## config.mk

```make
export PLATFORM = sky130hd
export DESIGN_NAME = crc_ahb_top
export DESIGN_NICKNAME = d
export VERILOG_FILES = /design/src/crc_ahb_bus_pkg.sv /design/src/crc_ahb_cfg_pkg.sv /design/src/host_interface.sv /design/src/crc_data_buffer.sv /design/src/crc_unit.sv /design/src/crc_ahb_top.sv
export SDC_FILE = /design/constraint.sdc
export NUM_CORES = 1
export LEC_CHECK = 0
export BUFFER_PORTS_ARGS = -buffer_cell sky130_fd_sc_hd__clkbuf_2
export CORE_ASPECT_RATIO = 0.9
export CORE_MARGIN = 2
export CORE_UTILIZATION = 55
export CTS_CLUSTER_DIAMETER = 30
export DETAILED_ROUTE_END_ITERATION = 10
export PLACE_DENSITY_LB_ADDON = 0.3
export REMOVE_ABC_BUFFERS = 1
export SLEW_MARGIN = 10
export SYNTH_ARGS = -nofsm -noshare
export SYNTH_HDL_FRONTEND = slang
export SYNTH_SLANG_ARGS = --single-unit
```

## constraint.sdc

```tcl
create_clock -name HCLK -period 5.7 [get_ports HCLK]
set_clock_uncertainty 0.2 [all_clocks]
set_input_delay 1.14 -clock HCLK [delete_from_list [all_inputs] [get_ports HCLK]]
set_output_delay 1.14 -clock HCLK [all_outputs]
set_load 0.03 [all_outputs]
```

## src/crc_ahb_bus_pkg.sv

```systemverilog
// AHB-Lite encodings for one slave; only NON_SEQ transfers act and HRESP never leaves OK
`default_nettype none

package crc_ahb_bus_pkg;

	// HTRANS transfer types
	typedef enum logic [1:0]
	{
		IDLE    = 2'b00,
		BUSY    = 2'b01,
		NON_SEQ = 2'b10,
		SEQ     = 2'b11
	} htrans_e;

	// Slave response
	typedef enum logic
	{
		OK    = 1'b0,
		ERROR = 1'b1
	} hresp_e;

	// Word offsets as seen on HADDR[4:2]
	typedef enum logic [2:0]
	{
		CRC_DR   = 3'h0,
		CRC_IDR  = 3'h1,
		CRC_CR   = 3'h2,
		CRC_INIT = 3'h4,
		CRC_POL  = 3'h5
	} reg_addr_e;

endpackage

`default_nettype wire

```

## src/crc_ahb_cfg_pkg.sv

```systemverilog
// CRC configuration encodings; CR fields sit at bits 7..3 and reset values follow the register map
`default_nettype none

package crc_ahb_cfg_pkg;

	// CR[4:3] polynomial width
	typedef enum logic [1:0]
	{
		POLY32 = 2'b00,
		POLY16 = 2'b01,
		POLY8  = 2'b10,
		POLY7  = 2'b11
	} poly_size_e;

	// CR[6:5] input bit reversal
	typedef enum logic [1:0]
	{
		REV_NONE = 2'b00,
		REV_BYTE = 2'b01,
		REV_HALF = 2'b10,
		REV_WORD = 2'b11
	} rev_in_e;

	// HSIZE[1:0] of a DR write
	typedef enum logic [1:0]
	{
		SIZE_BYTE = 2'b00,
		SIZE_HALF = 2'b01,
		SIZE_WORD = 2'b10
	} bus_size_e;

	// Data word, whole for reversal, by byte lane when shifting
	typedef union packed
	{
		logic [31:0]     word;
		logic [3:0][7:0] bytes;
	} crc_word_u;

	// Reset values
	localparam logic [4:0]  RESET_CRC_CR = 5'h00;
	localparam logic [31:0] RESET_INIT   = 32'hFFFF_FFFF;
	localparam logic [31:0] RESET_POLY   = 32'h04C1_1DB7;

endpackage

`default_nettype wire

```

## src/host_interface.sv

```systemverilog
// Single-master AHB-Lite slave decoding only HADDR[4:2] without burst checks and with HRESP always OK
`timescale 1ns/1ps
`default_nettype none

module host_interface
(
	input  wire                                HCLK,
	input  wire                                HRESETn,
	input  wire                                HSElx,
	input  wire [31:0]                         HADDR,
	input  wire [1:0]                          HTRANS,
	input  wire [2:0]                          HSIZE,
	input  wire                                HWRITE,
	input  wire [31:0]                         HWDATA,
	input  wire                                HREADY,
	input  wire                                buffer_full,
	input  wire                                reset_pending,
	input  wire                                read_wait,
	input  wire [31:0]                         crc_out,
	input  wire [31:0]                         crc_init_out,
	input  wire [7:0]                          crc_idr_out,
	input  wire [31:0]                         crc_poly_out,
	output logic [31:0]                        HRDATA,
	output logic                               HREADYOUT,
	output crc_ahb_bus_pkg::hresp_e            HRESP,
	output logic [31:0]                        bus_wr,
	output crc_ahb_cfg_pkg::bus_size_e         bus_size,
	output logic                               buffer_write_en,
	output logic                               crc_init_en,
	output logic                               crc_idr_en,
	output logic                               crc_poly_en,
	output logic                               reset_chain,
	output crc_ahb_cfg_pkg::poly_size_e        crc_poly_size,
	output crc_ahb_cfg_pkg::rev_in_e           rev_in_type,
	output logic                               rev_out_type
);
	import crc_ahb_bus_pkg::*;
	import crc_ahb_cfg_pkg::*;

	// Address phase held into the data phase
	logic       hsel_pp;
	logic       hwrite_pp;
	htrans_e    htrans_pp;
	reg_addr_e  haddr_pp;
	logic [1:0] hsize_pp;

	// CR bits 7..3
	logic [4:0] crc_cr_q;

	logic sample_bus;
	logic write_en;
	logic read_en;
	logic dr_wr;
	logic dr_rd;
	logic idr_wr;
	logic cr_wr;
	logic init_wr;
	logic poly_wr;
	logic chain_wr;
	logic stall;

	////////////////////////////////////////
	// Address phase
	////////////////////////////////////////

	assign sample_bus = HREADYOUT && HREADY;

	always_ff @(posedge HCLK)
	begin
		if (!HRESETn)
		begin
			hsel_pp   <= 1'b0;
			hwrite_pp <= 1'b0;
			htrans_pp <= IDLE;
		end
		else if (sample_bus)
		begin
			hsel_pp   <= HSElx;
			hwrite_pp <= HWRITE;
			htrans_pp <= htrans_e'(HTRANS);
		end
	end

	always_ff @(posedge HCLK)
	begin
		if (sample_bus)
		begin
			haddr_pp <= reg_addr_e'(HADDR[4:2]);
			hsize_pp <= HSIZE[1:0];
		end
	end

	////////////////////////////////////////
	// Decode and stall
	////////////////////////////////////////

	// Only NON_SEQ acts while SEQ and BUSY are ignored
	assign write_en = hsel_pp && hwrite_pp && (htrans_pp == NON_SEQ);
	assign read_en  = hsel_pp && !hwrite_pp && (htrans_pp == NON_SEQ);

	assign dr_wr    = write_en && (haddr_pp == CRC_DR);
	assign dr_rd    = read_en && (haddr_pp == CRC_DR);
	assign idr_wr   = write_en && (haddr_pp == CRC_IDR);
	assign cr_wr    = write_en && (haddr_pp == CRC_CR);
	assign init_wr  = write_en && (haddr_pp == CRC_INIT);
	assign poly_wr  = write_en && (haddr_pp == CRC_POL);
	// CR bit 0 requests a CRC reload from INIT
	assign chain_wr = cr_wr && HWDATA[0];

	// Wait on a full buffer, on a DR read before the CRC settles and on a reload before data drains
	assign stall = (dr_wr && buffer_full) ||
	               (dr_rd && read_wait) ||
	               ((init_wr || chain_wr) && reset_pending);

	assign HREADYOUT = !stall;
	assign HRESP     = OK;

	// Strobes fire only on the edge that ends the data phase
	assign buffer_write_en = dr_wr && HREADYOUT;
	assign crc_init_en     = init_wr && HREADYOUT;
	assign crc_idr_en      = idr_wr && HREADYOUT;
	assign crc_poly_en     = poly_wr && HREADYOUT;
	assign reset_chain     = chain_wr && HREADYOUT;

	// Write data comes straight from the bus and size from the address phase
	assign bus_wr   = HWDATA;
	assign bus_size = bus_size_e'(hsize_pp);

	// Control register
	always_ff @(posedge HCLK)
	begin
		if (!HRESETn)
			crc_cr_q <= RESET_CRC_CR;
		else if (cr_wr && HREADYOUT)
			crc_cr_q <= HWDATA[7:3];
	end

	assign crc_poly_size = poly_size_e'(crc_cr_q[1:0]);
	assign rev_in_type   = rev_in_e'(crc_cr_q[3:2]);
	assign rev_out_type  = crc_cr_q[4];

	// Read mux on the held offset where unmapped offsets read zero
	always_comb
	begin
		case (haddr_pp)
			CRC_DR:   HRDATA = crc_out;
			CRC_IDR:  HRDATA = {24'h0, crc_idr_out};
			CRC_CR:   HRDATA = {24'h0, crc_cr_q, 3'h0};
			CRC_INIT: HRDATA = crc_init_out;
			CRC_POL:  HRDATA = crc_poly_out;
			default:  HRDATA = 32'h0;
		endcase
	end

	// A full buffer always counts as pending work for DR reads and reloads
	assert property (@(posedge HCLK) disable iff (!HRESETn)
		buffer_full |-> read_wait && reset_pending);

	// Sampled transfer that is not a selected NON_SEQ write gives no strobe
	assert property (@(posedge HCLK) disable iff (!HRESETn)
		(sample_bus && !(HSElx && HWRITE && (HTRANS == NON_SEQ))) |=>
		!(buffer_write_en || crc_init_en || crc_idr_en || crc_poly_en || reset_chain));

endmodule

`default_nettype wire

```

## src/crc_data_buffer.sv

```systemverilog
// DR write FIFO; BUF_DEPTH must be a power of two, 2 or more, and no push may arrive while full
`timescale 1ns/1ps
`default_nettype none

module crc_data_buffer
#(
	parameter int BUF_DEPTH = 2
)
(
	input  wire                              HCLK,
	input  wire                              HRESETn,
	input  wire                              buffer_write_en,
	input  wire [31:0]                       bus_wr,
	input  wire crc_ahb_cfg_pkg::bus_size_e  bus_size,
	input  wire                              buf_pop,
	output logic                             buffer_full,
	output logic                             buf_valid,
	output logic [31:0]                      buf_data,
	output crc_ahb_cfg_pkg::bus_size_e       buf_size
);
	import crc_ahb_cfg_pkg::*;

	localparam int PTR_W = $clog2(BUF_DEPTH);

	// Entry storage, word plus transfer size
	logic [31:0]      mem_data [BUF_DEPTH];
	bus_size_e        mem_size [BUF_DEPTH];

	logic [PTR_W-1:0] wr_ptr;
	logic [PTR_W-1:0] rd_ptr;
	// Occupancy, one bit wider than the pointers
	logic [PTR_W:0]   count;

	// Pointers wrap on their own, depth is a power of two
	always_ff @(posedge HCLK)
	begin
		if (!HRESETn)
		begin
			wr_ptr <= '0;
			rd_ptr <= '0;
			count  <= '0;
		end
		else
		begin
			if (buffer_write_en)
				wr_ptr <= wr_ptr + 1'b1;
			if (buf_pop)
				rd_ptr <= rd_ptr + 1'b1;
			// Push and pop on one edge leave the count alone
			case ({buffer_write_en, buf_pop})
				2'b10:   count <= count + 1'b1;
				2'b01:   count <= count - 1'b1;
				default: count <= count;
			endcase
		end
	end

	always_ff @(posedge HCLK)
	begin
		if (buffer_write_en)
		begin
			mem_data[wr_ptr] <= bus_wr;
			mem_size[wr_ptr] <= bus_size;
		end
	end

	assign buffer_full = (count == (PTR_W + 1)'(BUF_DEPTH));
	assign buf_valid   = (count != '0);
	// Head entry, shown while valid
	assign buf_data    = mem_data[rd_ptr];
	assign buf_size    = mem_size[rd_ptr];

	// Host interface holds a DR write while full
	assert property (@(posedge HCLK) disable iff (!HRESETn) buffer_full |-> !buffer_write_en);

	// Engine only takes an entry that exists
	assert property (@(posedge HCLK) disable iff (!HRESETn) buf_pop |-> buf_valid);

endmodule

`default_nettype wire

```

## src/crc_unit.sv

```systemverilog
// Byte-serial CRC taking the low byte first; byte and half writes use the low lanes and reversal stays inside them
`timescale 1ns/1ps
`default_nettype none

module crc_unit
(
	input  wire                               HCLK,
	input  wire                               HRESETn,
	input  wire                               buf_valid,
	input  wire [31:0]                        buf_data,
	input  wire crc_ahb_cfg_pkg::bus_size_e   buf_size,
	input  wire                               crc_init_en,
	input  wire                               crc_idr_en,
	input  wire                               crc_poly_en,
	input  wire                               reset_chain,
	input  wire [31:0]                        bus_wr,
	input  wire crc_ahb_cfg_pkg::poly_size_e  crc_poly_size,
	input  wire crc_ahb_cfg_pkg::rev_in_e     rev_in_type,
	input  wire                               rev_out_type,
	output logic                              buf_pop,
	output logic                              busy,
	output logic [31:0]                       crc_out,
	output logic [31:0]                       crc_init_out,
	output logic [7:0]                        crc_idr_out,
	output logic [31:0]                       crc_poly_out
);
	import crc_ahb_cfg_pkg::*;

	logic [31:0] init_q;
	logic [31:0] poly_q;
	logic [7:0]  idr_q;
	// Running CRC right aligned
	logic [31:0] crc_q;
	crc_word_u   data_q;
	logic        active_q;
	logic [1:0]  byte_idx;
	logic [1:0]  byte_last;
	// 32 minus the polynomial width
	logic [5:0]  pad;
	logic [31:0] crc_next;

	////////////////////////////////////////
	// Bit helpers
	////////////////////////////////////////

	// Reverse bits inside lanes of 8, 16 or 32
	function automatic logic [31:0] rev_lanes(input logic [31:0] d, input int lane);
		logic [31:0] r;
		for (int i = 0; i < 32; i++)
			r[i] = d[(i / lane) * lane + lane - 1 - (i % lane)];
		return r;
	endfunction

	// Lane never wider than the transfer
	function automatic logic [31:0] rev_input(input logic [31:0] d, input rev_in_e mode,
		input bus_size_e size);
		logic [31:0] r;
		r = d;
		if (mode == REV_BYTE || (mode != REV_NONE && size == SIZE_BYTE))
			r = rev_lanes(d, 8);
		else if (mode == REV_HALF || (mode == REV_WORD && size == SIZE_HALF))
			r = rev_lanes(d, 16);
		else if (mode == REV_WORD)
			r = rev_lanes(d, 32);
		return r;
	endfunction

	// One byte MSB first with the CRC left aligned so all widths share the taps
	function automatic logic [31:0] crc_byte(input logic [31:0] crc, input logic [31:0] poly,
		input logic [7:0] d, input logic [5:0] sh);
		logic [31:0] c;
		logic [31:0] p;
		logic        fb;
		c = crc << sh;
		p = poly << sh;
		for (int j = 7; j >= 0; j--)
		begin
			fb = c[31] ^ d[j];
			c  = c << 1;
			if (fb)
				c = c ^ p;
		end
		return c >> sh;
	endfunction

	always_comb
	begin
		case (crc_poly_size)
			POLY16:  pad = 6'd16;
			POLY8:   pad = 6'd24;
			POLY7:   pad = 6'd25;
			default: pad = 6'd0;
		endcase
	end

	////////////////////////////////////////
	// Sequencer
	////////////////////////////////////////

	// Take a word only when idle
	assign buf_pop  = buf_valid && !active_q;
	// Work pending in the buffer or in the shifter
	assign busy     = active_q || buf_valid;
	assign crc_next = crc_byte(crc_q, poly_q, data_q.bytes[byte_idx], pad);

	always_ff @(posedge HCLK)
	begin
		if (!HRESETn)
		begin
			active_q  <= 1'b0;
			byte_idx  <= 2'd0;
			byte_last <= 2'd0;
		end
		else if (buf_pop)
		begin
			active_q <= 1'b1;
			byte_idx <= 2'd0;
			case (buf_size)
				SIZE_BYTE: byte_last <= 2'd0;
				SIZE_HALF: byte_last <= 2'd1;
				default:   byte_last <= 2'd3;
			endcase
		end
		else if (active_q)
		begin
			if (byte_idx == byte_last)
				active_q <= 1'b0;
			byte_idx <= byte_idx + 2'd1;
		end
	end

	always_ff @(posedge HCLK)
	begin
		if (buf_pop)
			data_q.word <= rev_input(buf_data, rev_in_type, buf_size);
	end

	// Registers and running CRC where a reload wins over shifting
	always_ff @(posedge HCLK)
	begin
		if (!HRESETn)
		begin
			init_q <= RESET_INIT;
			poly_q <= RESET_POLY;
			idr_q  <= 8'h00;
			crc_q  <= RESET_INIT;
		end
		else
		begin
			if (crc_init_en)
				init_q <= bus_wr;
			if (crc_poly_en)
				poly_q <= bus_wr;
			if (crc_idr_en)
				idr_q <= bus_wr[7:0];
			if (crc_init_en)
				crc_q <= bus_wr;
			else if (reset_chain)
				crc_q <= init_q;
			else if (active_q)
				crc_q <= crc_next;
		end
	end

	// Masked to the width and optionally mirrored across it
	assign crc_out      = rev_out_type ? (rev_lanes(crc_q, 32) >> pad) : ((crc_q << pad) >> pad);
	assign crc_init_out = init_q;
	assign crc_poly_out = poly_q;
	assign crc_idr_out  = idr_q;

	// Reloads arrive only once queued and shifting data has been absorbed
	assert property (@(posedge HCLK) disable iff (!HRESETn)
		(crc_init_en || reset_chain) |-> !busy);

endmodule

`default_nettype wire

```

## src/crc_ahb_top.sv

```systemverilog
// CRC slave on one AHB-Lite bus and one clock; BUF_DEPTH must be a power of two, 2 or more
`timescale 1ns/1ps
`default_nettype none

module crc_ahb_top
#(
	parameter int BUF_DEPTH = 2
)
(
	input  wire                        HCLK,
	input  wire                        HRESETn,
	input  wire                        HSElx,
	input  wire [31:0]                 HADDR,
	input  wire [1:0]                  HTRANS,
	input  wire [2:0]                  HSIZE,
	input  wire                        HWRITE,
	input  wire [31:0]                 HWDATA,
	input  wire                        HREADY,
	output logic [31:0]                HRDATA,
	output logic                       HREADYOUT,
	output crc_ahb_bus_pkg::hresp_e    HRESP
);
	import crc_ahb_cfg_pkg::*;

	// Host interface to buffer and engine
	logic [31:0] bus_wr;
	bus_size_e   bus_size;
	logic        buffer_write_en;
	logic        crc_init_en;
	logic        crc_idr_en;
	logic        crc_poly_en;
	logic        reset_chain;
	poly_size_e  crc_poly_size;
	rev_in_e     rev_in_type;
	logic        rev_out_type;

	// Buffer to engine
	logic        buffer_full;
	logic        buf_valid;
	logic [31:0] buf_data;
	bus_size_e   buf_size;
	logic        buf_pop;

	// Engine back to host interface
	logic        busy;
	logic [31:0] crc_out;
	logic [31:0] crc_init_out;
	logic [7:0]  crc_idr_out;
	logic [31:0] crc_poly_out;

	// Pending work gates both DR reads and CRC reloads
	host_interface u_host_interface
	(
		.read_wait     (busy),
		.reset_pending (busy),
		.*
	);

	crc_data_buffer #(.BUF_DEPTH(BUF_DEPTH)) u_crc_data_buffer
	(
		.*
	);

	crc_unit u_crc_unit
	(
		.*
	);

endmodule

`default_nettype wire

```

==> results of run 1 <==
-- worst min-delay path by stage --
stage / end / slack, ns / from
6_report: u_host_interface.hsel_pp$_SDFFE_PN0P_ / 0.26 / u_host_interface.hsel_pp$_SDFFE_PN0P_
5_1_grt: u_crc_data_buffer.mem_size[1][0]$_DFFE_PP_ / 0.28 / u_host_interface.bus_size[0]$_DFFE_PP_
4_1_cts: u_host_interface.hsel_pp$_SDFFE_PN0P_ / 0.26 / u_host_interface.hsel_pp$_SDFFE_PN0P_
3_5_place_dp: u_crc_data_buffer.mem_size[1][0]$_DFFE_PP_ / 0.25 / u_host_interface.bus_size[0]$_DFFE_PP_
3_3_place_gp: u_crc_data_buffer.mem_size[0][0]$_DFFE_PP_ / 0.22 / u_host_interface.bus_size[0]$_DFFE_PP_
2_1_floorplan: u_crc_data_buffer.mem_size[0][0]$_DFFE_PP_ / 0.22 / u_host_interface.bus_size[0]$_DFFE_PP_
-- per-layer routing --
metal	up-vias	wire, um	part of all wire [%]	track usage, %
met3	143	6560	12	7.43
li1	6878	-	-	-
met4	0	2290	4.1	13.2
met1	7245	22600	41	50.3
met2	1017	24100	43	54.3
met5	-	0	0	0
-- area by class of cell --
class	instances	share of cell area (%)
well taps	396	2.64
repair buffers	179	6.42
multi-input cells	1512	53.5
flip-flops and latches	228	30.0
inverters	14	0.280
clock buffers	48	5.78
diodes	1	0.0134
clock inverters	21	1.34
-- synth_stat cells, types with 4 or more instances --
cell type | instances | area (um2)
xnor3_1 | 5 | 113
nand3_1 | 58 | 290
o21ai_0 | 55 | 275
a21o_1 | 13 | 97.6
dfxtp_1 | 123 | 2460
mux2_2 | 47 | 529
o21ai_1 | 14 | 70.1
a211o_1 | 4 | 35.0
a221o_1 | 12 | 120
and2_1 | 10 | 62.6
buf_1 | 31 | 116
nor2_1 | 144 | 541
o211ai_1 | 7 | 52.6
clkbuf_1 | 105 | 394
nor3_1 | 16 | 80.1
a32oi_1 | 6 | 52.6
mux4_2 | 20 | 450
xor2_1 | 28 | 245
a222oi_1 | 6 | 60.1
inv_1 | 12 | 45.0
a211oi_1 | 85 | 638
nor2b_1 | 12 | 75.1
edfxtp_1 | 105 | 3150
buf_2 | 9 | 45.0
buf_4 | 4 | 30.0
a22oi_1 | 20 | 150
and3_1 | 11 | 68.8
nand2_1 | 421 | 1580
o221ai_1 | 5 | 43.8
nor4_1 | 5 | 31.3
xnor2_1 | 205 | 1800
a221oi_1 | 13 | 114
mux2i_1 | 100 | 1000
a21oi_1 | 106 | 531
a31oi_1 | 9 | 56.3
nand4_1 | 12 | 75.1
-- cell families (layout without fill, tap and decap cells) --
logic type	Yosys count	after routing	synth area share, %
xor+xnor	245	245	14.3
fa+ha+maj	1	1	0.0775
buf+inv	165	262	4.09
simple gates	712	712	18.4
compound gates	385	385	15.9
mux	168	168	12.4
flops	228	228	34.8
other cells	1	2	0.0232
-- registers in the layout (all words and copies together), names as in the netlist, 2 cells and up, named ones only --
| name | count |
|---|---|
| u_host_interface.htrans_pp | 2 |
| u_crc_unit.crc_idr_out | 8 |
| u_crc_data_buffer.mem_size | 4 |
| u_crc_unit.crc_init_out | 32 |
| u_crc_data_buffer.mem_data | 64 |
| u_crc_unit.byte_idx | 2 |
| u_crc_unit.crc_q | 32 |
| u_crc_unit.data_q | 32 |
| u_crc_data_buffer.count | 2 |
| u_host_interface.bus_size | 2 |
| u_host_interface.crc_cr_q | 5 |
| u_host_interface.haddr_pp | 3 |
| u_crc_unit.crc_poly_out | 32 |
| u_crc_unit.byte_last | 2 |
-- power groups by stage --
stage               registers (uW)  logic (uW)  clock network (uW)
floorplan                     1780         564                   0
global placement              1780         814                   0
detailed placement            1780         823                   0
CTS                           1750         827                2370
global route                  1750         900                2450
finish                        1750         849                2360
-- through the flow --
| stage | hold WS (ns) | setup slack (ns) |
|---|---|---|
| 6_report | 0.255 | 0.172 |
| 5_1_grt | 0.276 | 0.0212 |
| 4_1_cts | 0.257 | 0.0502 |
| 3_5_place_dp | 0.245 | 0.0924 |
| 3_3_place_gp | 0.224 | 0.157 |
| 2_1_floorplan | 0.221 | -2.14 |
-- worst max-delay path: stages, from the launching register on --
cell and delay, ns:
dfxtp_4 0.50, buf_4 0.28, mux4_2 0.58, xnor2_1 0.35, nand3_1 0.23, and4_1 0.28, a32oi_1 0.16, o311ai_1 0.18
nor2_1 0.25, xnor3_1 0.37, a211o_1 0.32, a21o_1 0.19, buf_4 0.18, and3_1 0.20, xnor2_1 0.13, xnor2_1 0.34
o21ai_0 0.21, o221ai_1 0.35, nand2_1 0.09
==> flow_metrics.py, run 1 <==
metrics = {
    "layout": {
        "nNetsFinal": 2048,
        "num-fill-cells": 2410,
        "seq_area_um2": 5630,
        "most-common-layout-cells": "nand2_1, xnor2_1, nor2_1",
        "final_area_um2": 18700,
        "final_common_cell": "nand2_1",
        "postLayoutCoreUtil_pct": 64.9,
        "multi_input_area_um2": 10000,
        "syn_to_final_growth_pct": 16.0,
        "layout.cells.non_filler": 2399,
        "drive_above_1_share_pct": 17.6,
    },
    "critical_path": {
        "end_kind": "flip-flop",
        "worst_ep_required_time_ns": 5.91,
        "r2r_start": "u_host_interface.crc_cr_q[0]$_SDFFE_PN0P_",
        "crit_end": "u_crc_unit.crc_q[4]$_SDFFE_PN1P_",
        "rr_worst_depth": 18,
        "worstSetupPathType": "reg -> reg",
        "startpoint": "u_host_interface.crc_cr_q[0]$_SDFFE_PN0P_",
        "worst_setup_path_start_kind": "flip-flop",
        "rrSetupSlack_ns": 0.17,
        "worstReg2RegEnd": "u_crc_unit.crc_q[4]$_SDFFE_PN1P_",
        "critical_path.max_fanout": 14,
        "cp_data_arrival_time_ns": 5.73,
    },
    "global_route": {
        "antenna_found_initial": 0,
        "grt_pass1_wl_mm": 84.6,
        "grtUsageTotal_pct": 35.7,
        "grt-ovfl-total": 0,
        "grt_pass1_vias": 14200,
        "grt_max_degree": 65,
    },
    "drt": {
        "wl_per_cell_um": 23.1,
        "first_pass_iters": 6,
        "drc_errors": 0,
        "ant_nets": 0,
        "initialDrtViolationCount": 2290,
        "avgViaCountPerCell": 6.37,
        "via_count": 15300,
        "routed_wl_mm": 55.5,
    },
    "timing": {
        "period_minus_slack_ns": 5.53,
        "fmax_mhz": 181,
        "hold_violations": 0,
        "rsz0062_at_grt": "no",
        "relSlewSlack_pct": 21.6,
        "drv_slew": 0,
        "setup_viol": 0,
        "worst_pin_slew_ns": 1.17,
        "fin_crit_sh_pct": 97.0,
        "setup-tns-final_ns": 0,
    },
    "power": {
        "power.leakage_uw": 0.00690,
        "cellPowerDensity_nw_per_um2": 265,
        "p_clk_share_pct": 47.6,
        "total_power_uw": 4960,
        "switchingPower_uw": 1370,
        "pwr-share-comb_pct": 17.1,
        "ir_worst_vdd_v": 0.000268,
        "p_sw_share_pct": 27.6,
        "p_int_uw": 3590,
        "p_seq_share_pct": 35.2,
    },
    "min_path": {
        "hold_class": "reg -> reg",
        "worstHoldPathCells": 2,
    },
    "floorplan": {
        "dieArea_um2": 30700,
        "io_pins": 108,
        "dieWidth_um": 185,
        "start_util_pct": 55.9,
        "coreArea_um2": 28900,
        "rows": 59,
        "die_y_um": 167,
    },
    "logic_synthesis": {
        "synthFlopType": "dfxtp_1",
        "yosysWarningCount": 0,
        "syn_inst": 1905,
        "synth_area_per_cell_um2": 8.48,
        "ys_seq_area_share_pct": 34.8,
        "synth.distinct_cells": 84,
        "syn_area_um2": 16100,
        "synth_edf_count": 105,
        "ys_seq_elements": 228,
        "async_reset_ff_share_pct": 0,
    },
    "clocking": {
        "insertion_delay_ns": 0.53,
        "cts_setup_buffers": 0,
        "numCtsBuffers": 38,
        "cts_sinks": 228,
        "cts.path.max_buffers": 3,
        "cts_hold_buf": 0,
        "post_cts_resized": 0,
        "cts_htree_levels": 2,
        "tritoncts": "done",
        "cts-root-buf": "clkbuf_16",
        "clkTransAtPathRegs_ns": 0.06,
    },
    "placement": {
        "io_buffers": 76,
        "dp_cells": 2329,
        "gp_congestion": 1.01,
        "place_area_um2": 17300,
        "hpwl_mm": 39.2,
    },
    "status": {
        "status": "finished clean",
    },
    "job": {
        "drv_cap": 0,
    },
}
No activity file was read; power rests on OpenSTA's default activity.
==> run 2, diff against run 1 <==
--- a/config.mk
+++ b/config.mk
@@ -13,6 +13,7 @@
 export DETAILED_ROUTE_END_ITERATION = 10
 export PLACE_DENSITY_LB_ADDON = 0.3
 export REMOVE_ABC_BUFFERS = 1
+export SETUP_SLACK_MARGIN = 0.3
 export SLEW_MARGIN = 10
 export SYNTH_ARGS = -nofsm -noshare
 export SYNTH_HDL_FRONTEND = slang
==> constraint.sdc (replaced) <==
create_clock -name HCLK -period 7 [get_ports HCLK]
set_clock_uncertainty 0.2 [all_clocks]
set_input_delay 1.4 -clock HCLK [delete_from_list [all_inputs] [get_ports HCLK]]
set_output_delay 1.4 -clock HCLK [all_outputs]
set_load 0.03 [all_outputs]
==> flow_metrics.py, run 2 (synthesis gave the netlist of run 1 again) <==
metrics = {
    "status": {
        "status": "finished clean",
    },
    "drt": {
        "wl_per_cell_um": 23.2,
        "initialDrtViolationCount": 2213,
        "drc_errors": 0,
        "avgViaCountPerCell": 6.49,
        "first_pass_iters": 6,
        "routed_wl_mm": 54.3,
        "via_count": 15200,
        "ant_nets": 0,
    },
    "timing": {
        "fin_crit_sh_pct": 91.7,
        "hold_violations": 0,
        "period_minus_slack_ns": 6.42,
        "worst_pin_slew_ns": 1.18,
        "fmax_mhz": 156,
        "relSlewSlack_pct": 21.4,
        "rsz0062_at_grt": "no",
        "fin_ws_ns": 0.583,
        "drv_slew": 0,
        "setup_viol": 0,
        "setup-tns-final_ns": 0,
    },
    "layout": {
        "max_flop_register": "u_crc_data_buffer.mem_data",
        "num_antenna_cells": 0,
        "nNetsFinal": 1992,
        "drive_above_1_share_pct": 14.6,
        "syn_to_final_growth_pct": 12.5,
        "final_common_cell": "nand2_1",
        "largest_reg_flops": 64,
        "most-common-layout-cells": "nand2_1, xnor2_1, nor2_1",
        "num-fill-cells": 2469,
    },
    "critical_path": {
        "end_kind": "flip-flop",
        "worst_ep_required_time_ns": 7.19,
        "worst_setup_path_start_kind": "flip-flop",
        "cp_data_arrival_time_ns": 6.61,
        "worstSetupPathType": "reg -> reg",
        "critical_path.max_fanout": 46,
        "rr_worst_depth": 16,
    },
    "job": {
        "drv_cap": 0,
    },
    "clocking": {
        "tritoncts": "done",
        "cts_sinks": 228,
        "cts_htree_levels": 2,
        "cts_setup_buffers": 0,
        "post_cts_resized": 0,
        "cts-root-buf": "clkbuf_16",
        "numCtsBuffers": 39,
        "cts.path.max_buffers": 3,
        "insertion_delay_ns": 0.52,
        "cts_hold_buf": 0,
        "clkTransAtPathRegs_ns": 0.05,
    },
    "placement": {
        "io_buffers": 76,
        "dp_slack_ns": 0.770,
        "hpwl_mm": 37.4,
        "gp_congestion": 0.988,
    },
    "min_path": {
        "hold_class": "reg -> reg",
        "worstHoldPathCells": 0,
    },
    "floorplan": {
        "io_pins": 108,
        "start_util_pct": 55.9,
        "rows": 59,
        "die_y_um": 167,
        "coreArea_um2": 28900,
        "dieArea_um2": 30700,
        "dieWidth_um": 185,
    },
    "global_route": {
        "grtUsageTotal_pct": 34.8,
        "grt_max_degree": 65,
        "antenna_found_initial": 2,
        "grt-ovfl-total": 0,
        "grt_pass1_wl_mm": 83.0,
        "grt_pass1_vias": 14200,
    },
    "power": {
        "cellPowerDensity_nw_per_um2": 220,
        "power.leakage_uw": 0.00660,
        "ir_worst_vdd_v": 0.000188,
    },
}
-- run 2: final timing paths --
check / from / endpoint / slack, ns
max reg2reg: u_host_interface.crc_cr_q[0]$_SDFFE_PN0P_ / u_crc_unit.crc_q[4]$_SDFFE_PN1P_ / 0.58
min: u_host_interface.bus_size[0]$_DFFE_PP_ / u_crc_data_buffer.mem_size[1][0]$_DFFE_PP_ / 0.25
max: u_host_interface.crc_cr_q[0]$_SDFFE_PN0P_ / u_crc_unit.crc_q[4]$_SDFFE_PN1P_ / 0.58
min reg2reg: u_host_interface.bus_size[0]$_DFFE_PP_ / u_crc_data_buffer.mem_size[1][0]$_DFFE_PP_ / 0.25
-- run 2: worst max-delay path, cell delays in order (launching register included) --
cell and delay [ns]:
dfxtp_4 0.73, buf_4 0.51, mux4_2 0.76, a21o_1 0.31
and4_1 0.24, a32oi_1 0.19, o311ai_1 0.20, nor2_1 0.31
xnor3_1 0.39, a211o_1 0.31, a21o_1 0.35, and3_1 0.27
xnor2_1 0.13, xnor2_1 0.59, o21ai_0 0.29, o221ai_1 0.31
nand2_1 0.11
-- run 2: per-layer routing --
metal	GRT usage (%)	part of all wire (%)	up-vias
met5	0	0.024	-
met3	8.62	12	180
met4	13.9	4.7	2
met1	48.1	39	7225
met2	52.4	43	1029
li1	-	-	6763
-- run 2: final cells by class --
class	count	area (um2)	area share, %
Multi-Input combinational cell	1512	9940	54.7
Inverter	14	52.6	0.289
Sequential cell	228	5630	31.0
Clock buffer	52	1160	6.39
Tap cell	396	495	2.73
Clock inverter	18	171	0.944
Timing Repair Buffer	122	726	3.99
-- run 2: stage by stage --
| stage | util (%) | hold slack (ns) | cell area, um2 | instances | total power [uW] |
|---|---|---|---|---|---|
| after floorplan | - | 0.221 | 15500 | 1754 | 1910 |
| after global placement | 58.3 | 0.223 | 16800 | 2272 | 2090 |
| after detailed placement | 58.3 | 0.245 | 16800 | 2272 | 2100 |
| after CTS | 62.9 | 0.255 | 18200 | 2342 | 3990 |
| after global routing | 62.9 | 0.285 | 18200 | 2342 | 4100 |
| final | 62.9 | 0.247 | 18200 | 2342 | 4000 |
-- run 2: report_power, final --
group	leakage, uW	internal, uW	switching [uW]
Combinational	0.00399	267	396
Clock	0.000663	1220	689
Sequential	0.00195	1410	19.8
Total	0.00660	2890	1110
